File: src/rv_pkg.sv
package rv_pkg;

    // base integer width, pc and data
    parameter int XLEN = 64;

    // base instruction width, no compressed forms
    parameter int ILEN = 32;

    typedef logic [XLEN-1:0] xword_t;
    typedef logic [ILEN-1:0] inst_t;

    // start of the boot image in the address map
    parameter xword_t DEFAULT_RESET_PC = 64'h0000_0000_8000_0000;

endpackage

File: src/redirect_unit.sv
`timescale 1ns/1ps

module redirect_unit (
    // control from the memory stage
    input  logic           me_jal_i,
    input  logic           me_jalr_i,
    input  logic           me_branch_i,
    input  rv_pkg::xword_t me_alu_res_i,
    input  rv_pkg::xword_t me_pc_i,
    input  rv_pkg::xword_t me_imm_i,
    input  rv_pkg::xword_t me_rs1_i,
    // trap request and its vector
    input  logic           trap_i,
    input  rv_pkg::xword_t trap_vec_i,
    // resolved redirect
    output logic           redirect_o,
    output rv_pkg::xword_t target_o
);
    import rv_pkg::*;

    xword_t pc_rel_target;
    xword_t reg_rel_sum;
    xword_t reg_rel_target;
    logic   branch_taken;
    logic   take_pc_rel;

    // jal and branches are relative to the pc of the instruction
    assign pc_rel_target = me_pc_i + me_imm_i;

    // jalr drops bit 0 of the sum
    assign reg_rel_sum    = me_rs1_i + me_imm_i;
    assign reg_rel_target = {reg_rel_sum[XLEN-1:1], 1'b0};

    // comparison is done in the ALU, a zero result means taken
    assign branch_taken = me_branch_i && (me_alu_res_i == '0);
    assign take_pc_rel  = me_jal_i || branch_taken;

    // fixed priority, pc-relative first, trap last
    always_comb begin
        redirect_o = 1'b1;
        if (take_pc_rel) begin
            target_o = pc_rel_target;
        end else if (me_jalr_i) begin
            target_o = reg_rel_target;
        end else if (trap_i) begin
            target_o = trap_vec_i;
        end else begin
            redirect_o = 1'b0;
            target_o   = '0;
        end
    end

endmodule

File: config.mk
export PLATFORM = sky130hd
export DESIGN_NAME = redirect_unit
export DESIGN_NICKNAME = d
export VERILOG_FILES = /design/src/rv_pkg.sv /design/src/redirect_unit.sv
export SDC_FILE = /design/constraint.sdc
export NUM_CORES = 1
export LEC_CHECK = 0
export ABC_AREA = 1
export BUFFER_PORTS_ARGS = -buffer_cell sky130_fd_sc_hd__buf_2
export CAP_MARGIN = 20
export CORE_MARGIN = 2
export CORE_UTILIZATION = 55
export DETAILED_ROUTE_END_ITERATION = 8
export PLACE_DENSITY_LB_ADDON = 0.3
export SLEW_MARGIN = 20
export SYNTH_ARGS = -nofsm -noshare
export SYNTH_HDL_FRONTEND = slang
export SYNTH_SLANG_ARGS = --single-unit
File: constraint.sdc
create_clock -name vclk -period 2.5
set_input_delay 0.25 -clock vclk [all_inputs]
set_output_delay 0.25 -clock vclk [all_outputs]
set_load 0.05 [all_outputs]
==> run summary, run 1 <==
Pin count of the biggest net entering global routing: 38
Io pins: 389
Initial core utilization: 55.6%
Final HPWL DP: 55.3 mm
Sequential share of the synthesized area: 0%
Ranking of synthesized cells by area: nand2_1 32%, inv_1 14%, ha_1 13%, nor2_1 10%, a21oi_1 7.3%
Synth area leader: nand2_1
Halt point of the flow: global routing
Cells after synthesis: 2677
Placed insts: 3609
GRT Total Usage: 68.8%
Die Y: 155 microns
Mapped Nets: 3128
Site row count: 55
Port buffer count: 389
Yosys cell types: 44
Gpl congestion: 1.27
Warnings, synthesis: 0
Area of the mapped netlist: 0.0125 sq mm
Synth top area share: 32.0%
Die width: 155 microns
Global-route wire length before repair: 126 mm
Run status: aborted with a tool error
Post-CTS Hold Fix Bufs: 0
Error Message: [ERROR GRT-0116] Global routing finished with congestion. Check the congestion regions in the DRC Viewer.
Synth Area per Inst: 4.66 sq um
GRT overflow: 2
Vias in the first global route: 23600
## synthesized netlist by cell type (all sizes together)
cell and number:
xnor2 9, inv 478, o21a 4, o21ai 112, a21oi 189, nand2 1099
fa 2, nor2 353, and2 1, nand4 31, and3 1, a31o 1
a22o 3, ha 125, xor2 13, nand3 148, clkbuf 11, nand3b 16
clkinv 3, nor3 25, a22oi 1, nor4 12, o21bai 10, a31oi 2
nor4b 1, a21o 1, buf 16, a21boi 6, or2 4
## repair_timing
item                                    in CTS
endpoints found under the setup margin      53
gates resized for setup                    328
setup buffers                                9
hold endpoints to repair                     0
pin swaps                                   37
## routing by layer
| metal | GRT overflow | global-route usage (%) |
|---|---|---|
| met5 | 0 | 24.2 |
| met4 | 0 | 64.0 |
| met3 | 0 | 51.8 |
| met2 | 2 | 88.0 |
| met1 | 0 | 69.2 |
## cells by family after synthesis
group,after synthesis,synth area share [%]
AO/OA/AOI/OAI,329,14.0
XOR/XNOR,22,1.54
adder cells (fa/ha/maj),127,12.9
buffers and inverters,508,15.6
AND/OR/NAND/NOR,1691,56.0
## per-stage QoR
step	cell area, sq um	setup slack [ps]
CTS	18500	-28.6
detailed placement	16900	-316
floorplan	12500	-30.0
global placement	16900	-228
==> run 2, diff against run 1 <==
--- a/config.mk
+++ b/config.mk
@@ -9,9 +9,9 @@
 export BUFFER_PORTS_ARGS = -buffer_cell sky130_fd_sc_hd__buf_2
 export CAP_MARGIN = 20
 export CORE_MARGIN = 2
-export CORE_UTILIZATION = 55
+export CORE_UTILIZATION = 40
 export DETAILED_ROUTE_END_ITERATION = 8
-export PLACE_DENSITY_LB_ADDON = 0.3
+export PLACE_DENSITY_LB_ADDON = 0.15
 export SLEW_MARGIN = 20
 export SYNTH_ARGS = -nofsm -noshare
 export SYNTH_HDL_FRONTEND = slang
==> run 2 against run 1 <==
  * The flow now finishes, with violations (DRC, setup timing)
  * Synthesized cell count unchanged
  * Synthesized area unchanged
==> run summary, run 2 <==
TritonRoute pass-1 iters: 9
Vias: 22300
Initial antenna violation count: 10
Ranking of synthesized cells by area: nand2_1 32%, inv_1 14%, ha_1 13%, nor2_1 10%, a21oi_1 7.3% (unchanged)
Run status: complete, but fails checks (was aborted with a tool error)
Fin. max-slew vios: 0
Gpl congestion: 1.18 (was 1.27)
Clk_buf instances: 0
Synth top area share: 32.0% (unchanged)
Maximum fanout along the worst path: 4
Hold Crit Class: primary input to output pin
Io pins: 389 (unchanged)
Global-route wire length before repair: 107 mm
Core area: 0.0307 sq mm
Seq cells: 0
Final Cell Area: 0.0224 sq mm
Min setup slack post-route: -357 ps
FF/Latch Area: 0 sq um
Area delta synth->final: 79.6%
Setup CP Type: primary input to output pin
Initial core utilization: 40.7% (was 55.6%)
Synth area leader: nand2_1 (unchanged)
Crit path launch type: primary input
Worst slew pin tran: 569 ps
Fin. Hold Viols: 0
Post-CTS Hold Fix Bufs: 0 (unchanged)
RSZ-0062 raised after global routing: true
Slew Limit Headroom: 62.0%
Die Area: 0.0326 sq mm
GRT Total Usage: 42.1%
P per Cell Area: 302 mW/mm^2
CP most frequent cell: nand2_1
Site row count: 64 (was 55)
Via density per instance: 5.83
Fin cells: 3822
P_leak: 11.7 nW
Initial drt markers: 2558
DR WL/cell: 21.6 microns
CP Data Required Time: 2250 ps
Port buffer count: 389 (unchanged)
Setup WS pre-CTS: -303 ps (was -316 ps)
CP Cell Sequence: clkbuf_4 > ha_4 > nand2_1 > nand2_1 > inv_1 > nand2_1 > inv_1 > nand2_2 > nand3b_1 > buf_6 > nand2_1 > nand2_1 > a21oi_1 > nand2_2 > a21oi_2 > buf_12
Area after DPL: 0.0175 sq mm (was 0.0169 sq mm)
Placed insts: 3770 (was 3609)
Top-count cell post-synth: nand2_1 (unchanged)
Post-DRT Antenna Nets: 0
Drt total wl: 82.6 mm
Final setup fails: 44
Final HPWL DP: 61.5 mm (was 55.3 mm)
GRT overflow: 0
Fmax: 0.350 GHz
Synth Area per Inst: 4.66 sq um (unchanged)
Die Y: 181 microns (was 155 microns)
CP max stage cell: ha_4
Post-synth top cells: 1064 x nand2_1, 467 x inv_1, 331 x nor2_1 (unchanged)
Area of the mapped netlist: 0.0125 sq mm (unchanged)
Vias in the first global route: 19700
Max-cap violations: 0
Post-route DRC: 1
Violated checks: DRC, setup timing
Peak VDD IR: 0.173 mV
Warnings, synthesis: 0 (unchanged)
CP endpoint kind: output pin
Nets@finish: 3870
Arr. time, crit path: 2610 ps
Part of the cycle the worst path needs: 114%
Most frequent cells in the layout: 783 x nand2_1, 424 x inv_1, 368 x buf_4
Worst path max stage delay: 280 ps
Sequential share of the synthesized area: 0% (unchanged)
Fillers: 2485
Pwr Total: 6.77 mW
Total negative slack: -5320 ps
Mapped Nets: 3128 (unchanged)
Yosys cell types: 44 (unchanged)
Most common cell after layout, fill and taps aside: nand2_1
Final core occ: 73.1%
Ratio of cells with drive above 1 in the final layout: 47.4%
Die width: 181 microns (was 155 microns)
Pin count of the biggest net entering global routing: 39
Cells after synthesis: 2677 (unchanged)
Post-route minimum period: 2860 ps
Hold slack: 927 ps
-- run 2: kinds of logic (layout without fill, tap and decap cells) --
group           count (synthesis)  in the layout  synth area share (%)
simple gates                 1691           1691                  56.0
other cells                     0              9                     0
buf+inv                       508           1248                  15.6
compound gates                329            329                  14.0
xor+xnor                       22             22                  1.54
fa+ha+maj                     127            127                  12.9
-- run 2: layer usage --
| metal | wire length (microns) | track usage (%) | part of all wire (%) |
|---|---|---|---|
| met5 | 71 | 0 | 0.086 |
| met4 | 6180 | 19.1 | 7.5 |
| met3 | 10800 | 5.21 | 13 |
| met2 | 35900 | 69.1 | 44 |
| met1 | 29600 | 54.9 | 36 |
-- run 2: timing repair --
item	CTS	global route
gates cloned	0	0
pin swaps	75	242
setup endpoints to repair	57	61
gates resized for setup	453	725
setup buffers	15	28
-- run 2: where the power goes --
part	switching, mW	total [mW]	internal, mW
Combinational	4.11	6.77	2.66
Sequential	0	0	0
Clock	0	0.000000482	0.000000482
-- run 2: layout make-up --
cell class	count	area [sq um]	area share (%)
Tap cell	396	495	2.21
Antenna cell	9	22.5	0.101
Inverter	481	1810	8.07
Multi-Input combinational cell	2169	14500	64.6
Timing Repair Buffer	767	5600	25.0
-- run 2: final timing paths --
check / depth (start not counted) / slack, ps / startpoint / end
max: 16 / -360 / me_imm_i[20] / target_o[37]
min: 4 / 930 / trap_vec_i[0] / target_o[0]
-- run 2: worst max-delay path, delay by kind of cell --
kind | cells | cell delay [ps]
adders and majority gates | 1 | 280
and+or+nand+nor | 8 | 950
AOI/OAI and AO/OA | 2 | 400
buffers and inverters | 5 | 700
Power figures use the tool's default switching activity.
