File: config.mk
export PLATFORM = sky130hd
export DESIGN_NAME = fetch_unit
export DESIGN_NICKNAME = d
export VERILOG_FILES = /design/src/rv_pkg.sv /design/src/bus_pkg.sv /design/src/fetch_unit.sv
export SDC_FILE = /design/constraint.sdc
export NUM_CORES = 1
export LEC_CHECK = 0
export ABC_AREA = 1
export BUFFER_PORTS_ARGS = -buffer_cell sky130_fd_sc_hd__buf_2
export CAP_MARGIN = 10
export CORE_ASPECT_RATIO = 0.9
export CORE_MARGIN = 3
export CORE_UTILIZATION = 47
export CTS_CLUSTER_DIAMETER = 40
export DETAILED_ROUTE_END_ITERATION = 10
export PLACE_DENSITY = 0.77
export SLEW_MARGIN = 15
export SYNTH_ARGS = -nofsm -noshare
export SYNTH_HDL_FRONTEND = slang
export SYNTH_SLANG_ARGS = --single-unit
File: constraint.sdc
create_clock -name clk -period 4.1 [get_ports clk]
set_input_delay 0 -clock clk [delete_from_list [all_inputs] [get_ports clk]]
set_output_delay 0 -clock clk [all_outputs]
set_load 0.02 [all_outputs]
File: src/rv_pkg.sv
package rv_pkg;

    // base integer width, pc and data
    parameter int XLEN = 64;

    // base instruction width, no compressed forms
    parameter int ILEN = 32;

    typedef logic [XLEN-1:0] xword_t;
    typedef logic [ILEN-1:0] inst_t;

    // start of the boot image in the address map
    parameter xword_t DEFAULT_RESET_PC = 64'h0000_0000_8000_0000;

endpackage

File: src/bus_pkg.sv
package bus_pkg;

    // read bus address width
    parameter int ADDR_W = 64;

    // size code is a byte-lane mask over the 64-bit data word
    // low four lanes set means a 4-byte read
    parameter logic [7:0] RD_SIZE_WORD = 8'b0000_1111;

    // cycles from address acceptance to valid data
    parameter int DEFAULT_MEM_LATENCY = 2;

endpackage

File: src/fetch_unit.sv
`timescale 1ns/1ps

module fetch_unit #(
    parameter rv_pkg::xword_t RESET_PC = rv_pkg::DEFAULT_RESET_PC
) (
    input  logic                       clk,
    input  logic                       reset_i,
    // redirect, already resolved
    input  logic                       redirect_i,
    input  rv_pkg::xword_t             target_i,
    // read bus, address channel
    output logic                       rd_addr_valid_o,
    output logic [bus_pkg::ADDR_W-1:0] rd_addr_o,
    output logic [7:0]                 rd_size_o,
    input  logic                       rd_addr_ready_i,
    // read bus, data channel
    input  logic                       rd_data_valid_i,
    input  rv_pkg::xword_t             rd_data_i,
    output logic                       rd_data_ready_o,
    // instruction stream out
    output logic                       inst_valid_o,
    input  logic                       inst_ready_i,
    output rv_pkg::inst_t              inst_o,
    output rv_pkg::xword_t             pc_o
);
    import rv_pkg::*;
    import bus_pkg::*;

    // IDLE  nothing in flight, output empty
    // ADDR  address offered on the bus
    // DATA  waiting for the response
    // HOLD  output register full
    typedef enum logic [1:0] {
        S_IDLE,
        S_ADDR,
        S_DATA,
        S_HOLD
    } state_t;

    state_t            state;
    xword_t            pc;
    logic              epoch;
    logic              req_epoch;
    logic [ADDR_W-1:0] req_addr;
    inst_t             inst_q;
    xword_t            pc_q;

    xword_t            pc_eff;
    logic              epoch_eff;
    logic              issue;
    logic              data_fire;
    logic              stale;
    logic              deliver;

    // a redirect in this cycle is already visible to a new request
    assign pc_eff    = redirect_i ? target_i : pc;
    assign epoch_eff = epoch ^ redirect_i;

    // only issue once the output slot is empty or draining
    always_comb begin
        case (state)
            S_IDLE:  issue = 1'b1;
            S_HOLD:  issue = inst_ready_i || redirect_i;
            default: issue = 1'b0;
        endcase
    end

    assign data_fire = (state == S_DATA) && rd_data_valid_i;

    // response belongs to an older stream, or is overtaken right now
    assign stale   = (req_epoch != epoch) || redirect_i;
    assign deliver = data_fire && !stale;

    always_ff @(posedge clk) begin
        if (reset_i) begin
            state <= S_IDLE;
        end else begin
            case (state)
                S_IDLE, S_HOLD: begin
                    if (issue) begin
                        state <= S_ADDR;
                    end
                end
                S_ADDR: begin
                    if (rd_addr_ready_i) begin
                        state <= S_DATA;
                    end
                end
                S_DATA: begin
                    if (rd_data_valid_i) begin
                        // a discarded word leaves the output empty
                        state <= stale ? S_IDLE : S_HOLD;
                    end
                end
                default: state <= S_IDLE;
            endcase
        end
    end

    // pc is the next address to fetch
    always_ff @(posedge clk) begin
        if (reset_i) begin
            pc        <= RESET_PC;
            epoch     <= 1'b0;
            req_epoch <= 1'b0;
        end else begin
            if (redirect_i) begin
                pc    <= target_i;
                epoch <= ~epoch;
            end else if (deliver) begin
                pc <= pc + XLEN'(4);
            end
            if (issue) begin
                req_epoch <= epoch_eff;
            end
        end
    end

    // address stays put until accepted, issue only happens outside ADDR
    always_ff @(posedge clk) begin
        if (issue) begin
            req_addr <= pc_eff;
        end
    end

    // output register
    always_ff @(posedge clk) begin
        if (deliver) begin
            inst_q <= rd_data_i[ILEN-1:0];
            pc_q   <= req_addr;
        end
    end

    assign rd_addr_valid_o = (state == S_ADDR);
    assign rd_addr_o       = req_addr;
    assign rd_size_o       = RD_SIZE_WORD;
    assign rd_data_ready_o = (state == S_DATA);

    assign inst_valid_o = (state == S_HOLD);
    assign inst_o       = inst_q;
    assign pc_o         = pc_q;

endmodule

==> impl_results.md <==
- Hold Path Sink: state[0]
- Gate count after technology mapping: around 1100
- Post-Syn Area: between 0.01 and 0.015 sq mm
- Fin Clk Skew: 0.0182 ns
- Slowest CP cell: clkinv_2
- CP max FO: between 60 and 70
- Pre-antenna DRT Iters: 6
- Post-synth EDFFs: between 150 and 200
- Worst-margin pin slew: between 0.9 and 1 ns
- FMAX: just over 400 MHz
- Port bufs: roughly 260
- Worst skew pair latency: 0.51 ns
- Simple-gate area share of the yosys netlist: 0.226
- Clock-pin transition on the worst setup and hold timing paths: 0.06 ns
- Post-layout nets: between 1500 and 2000
- First-pass GRT wire length: between 40000 and 50000 microns
- Vert. Die Dim: approximately 150 microns
- Top_reg_cell synth: edfxtp_1
- Worst EP arrival: 2.78 ns
- Initial antenna violation count: 1
- Routed vias: roughly 9200
- Worst r2r src: state[0]
- CTS tree: yes
- Final hold violation count: 0
- Most common cell after layout, fill and taps aside: nand2_1
- Critical R2R Capture: pc[18]
- RePlAce Congestion: approximately 1
- Dpl hpwl: 19500 microns
- CP startpoint kind: flop
- Die X-Extent: around 160 microns
- Drt total wl: about 30000 microns
- Area grow syn2layout: 35.7%
- Worst Path Required: between 4 and 5 ns
- Status: finished clean
- Max cap viols: 0
- CTS root buf: clkbuf_16
- Cell variety after synth: 39
- Finished Cell Area: ~0.014 sq mm
- Crit. End Element: flop
- Reg2Reg Setup Slack: approximately 1.7 ns
- Final Critical Period: between 2 and 2.5 ns
- Hold depth: 5
- Warnings, synthesis: 0
- Level count of the clock H-tree: 2
- Setup TNS: 0 ns
- CP Cell Sequence: inv_1 > ha_1 > nand3_2 > nor2_4 > nor2_4 > clkinv_2 > o21ai_0 > a31oi_1
- Wire length per cell: ~16 microns
- CTS Hold Bufs: 97
- Setup CP Type: reg2reg
- Power Dens Cells: 573 mW/mm^2
- Io pins: between 300 and 400
- Vias in the first global route: about 9000
- R2R depth: 8
- Non-Filler Instances: between 1500 and 2000
- Clock Path Buffers: 3
- Fillers: 1744
- Cell Area, Placed: about 0.012 sq mm
- TritonCTS Sinks: roughly 230
- Core Util, Final: 0.657
- Min-delay src: rd_data_valid_i
- Critical Path Max Stage Delay: roughly 0.72 ns
- Cts repair resizes: 0
- Post-DRT Antenna Nets: 0
- Leakage: between 5 and 6 nW
- Post-CTS setup buffer count: 0
- HP Class: in2reg
- Seq/Total Area, Yosys: 0.604
- Mapped Avg Cell Area: about 9 sq um
- Final setup vio count: 0
- Die area: 0.0235 sq mm
- GR Util All Layers: 0.242
- Adder-Cell Fraction of Synth Area: 0.00613
- Multiplexer share of the synthesized area: 0
- RSZ-0062 raised after global routing: false
- DR DRC count: 0
- CTS Buf Count: 34
- Largest net degree at the start of global routing: 69
- Commonest non-fill, non-tap cells in the layout: nand2_1 (295), buf_2 (264), edfxtp_1 (160), inv_1 (118), nor2_1 (110)
- Crit path buf inv count: 2
- Final Max Tran Viols: 0
- Placed Cells: roughly 1600
- Tcrit/Tclk final: 0.595
- Post-DR vias/cell: ~5
- Grt total ovfl: 0
- Worst IR Drop VDD: about 840 uV
- Core footprint: 0.0211 sq mm
- Share of cells above drive strength 1: 0.238
- Synth Area in Compound Gates: 0.0940
- Slew margin rel.: 0.369
- Main combinational cell family by area after synthesis: simple AND/OR/NAND/NOR gates
- XOR/XNOR Fraction of Synth Area: 0.00172
- Overall power: slightly below 8 mW
- Initial Utilization: 0.484
- Synth async-reset ratio: 0
- Flops & latches, synth: approximately 230
- Most used cell, CP: nor2_4
- Delay-heaviest family, CP: buffers and inverters
- FP Rows: 50
- Initial DRC Count: between 900 and 1000
sequential cells by signal, indices dropped and copies added (netlist names):
signal / flops
pc_o: 64
req_epoch: 1
epoch: 1
inst_o: 32
pc: 64
state: 2
rd_addr_o: 64
worst register-to-register path, stage by stage (launching register included):
cell and delay (ns):
dfxtp_1 0.36, inv_1 0.09, ha_1 0.26, nand3_2 0.13, nor2_4 0.06, nor2_4 0.09, clkinv_2 0.72, o21ai_0 0.51
a31oi_1 0.06
synthesized netlist by cell type (all sizes together) (3+ instances only):
library cell	n	area (sq um)
buf	28	176
a211oi	3	22.5
nand4	25	156
a31oi	8	50.1
a221oi	3	26.3
edfxtp	160	4800
dfxtp	68	1360
nor3	11	55.1
a21oi	54	274
o211ai	4	30.0
ha	5	62.6
nand2	299	1130
inv	119	447
o21ai	105	526
clkbuf	16	60.1
nor2	131	564
nand3	66	345
nand3b	3	22.5
how the worst max path moves through the flow:
stage                     from         to  slack, ns  cells after the start
finish                state[0]     pc[18]       1.66                      8
floorplan             state[0]  req_epoch       0.94                      5
global placement    redirect_i     pc[16]       1.73                      8
global route          state[0]     pc[11]       1.43                      8
detailed placement  redirect_i     pc[10]       1.66                      8
CTS                   state[0]     pc[18]       1.68                      8
metrics by stage:
step / worst slack, ns / hold WS (ns)
4_1_cts: 1.68 / 0.0295
3_5_place_dp: 1.66 / 0.178
5_1_grt: 1.43 / 0.104
2_1_floorplan: 0.937 / 0.0989
3_3_place_gp: 1.73 / 0.176
6_report: 1.66 / 0.0641
logic make-up after synthesis:
group,count (synthesis)
AND/OR/NAND/NOR,540
flip-flops,228
AO/OA/AOI/OAI,181
buffers and inverters,165
adder cells (fa/ha/maj),5
XOR/XNOR,2
other,2
report_power, final:
group	switching [mW]	internal, mW	total (mW)
Sequential	0.264	3.17	3.43
Combinational	1.15	0.482	1.63
Clock	1.10	1.78	2.88
Total	2.51	5.43	7.94
layer usage:
layer | vias to the layer above | track usage | routed length [microns]
met4 | 0 | 0.0761 | 768
li1 | 4510 | - | -
met2 | 434 | 0.407 | 13900
met1 | 4233 | 0.318 | 12200
met5 | - | 0 | 0
met3 | 63 | 0.0450 | 2400
area by class of cell:
| type | instances | area (sq um) | share of cell area |
|---|---|---|---|
| Antenna cell | 1 | 2.50 | 0.000181 |
| Clock buffer | 37 | 883 | 0.0637 |
| Clock inverter | 24 | 254 | 0.0183 |
| Inverter | 121 | 457 | 0.0329 |
| Multi-Input combinational cell | 736 | 3390 | 0.244 |
| Sequential cell | 228 | 6170 | 0.445 |
| Tap cell | 286 | 358 | 0.0258 |
| Timing Repair Buffer | 369 | 2350 | 0.170 |
No activity file was read; power rests on OpenSTA's default activity.
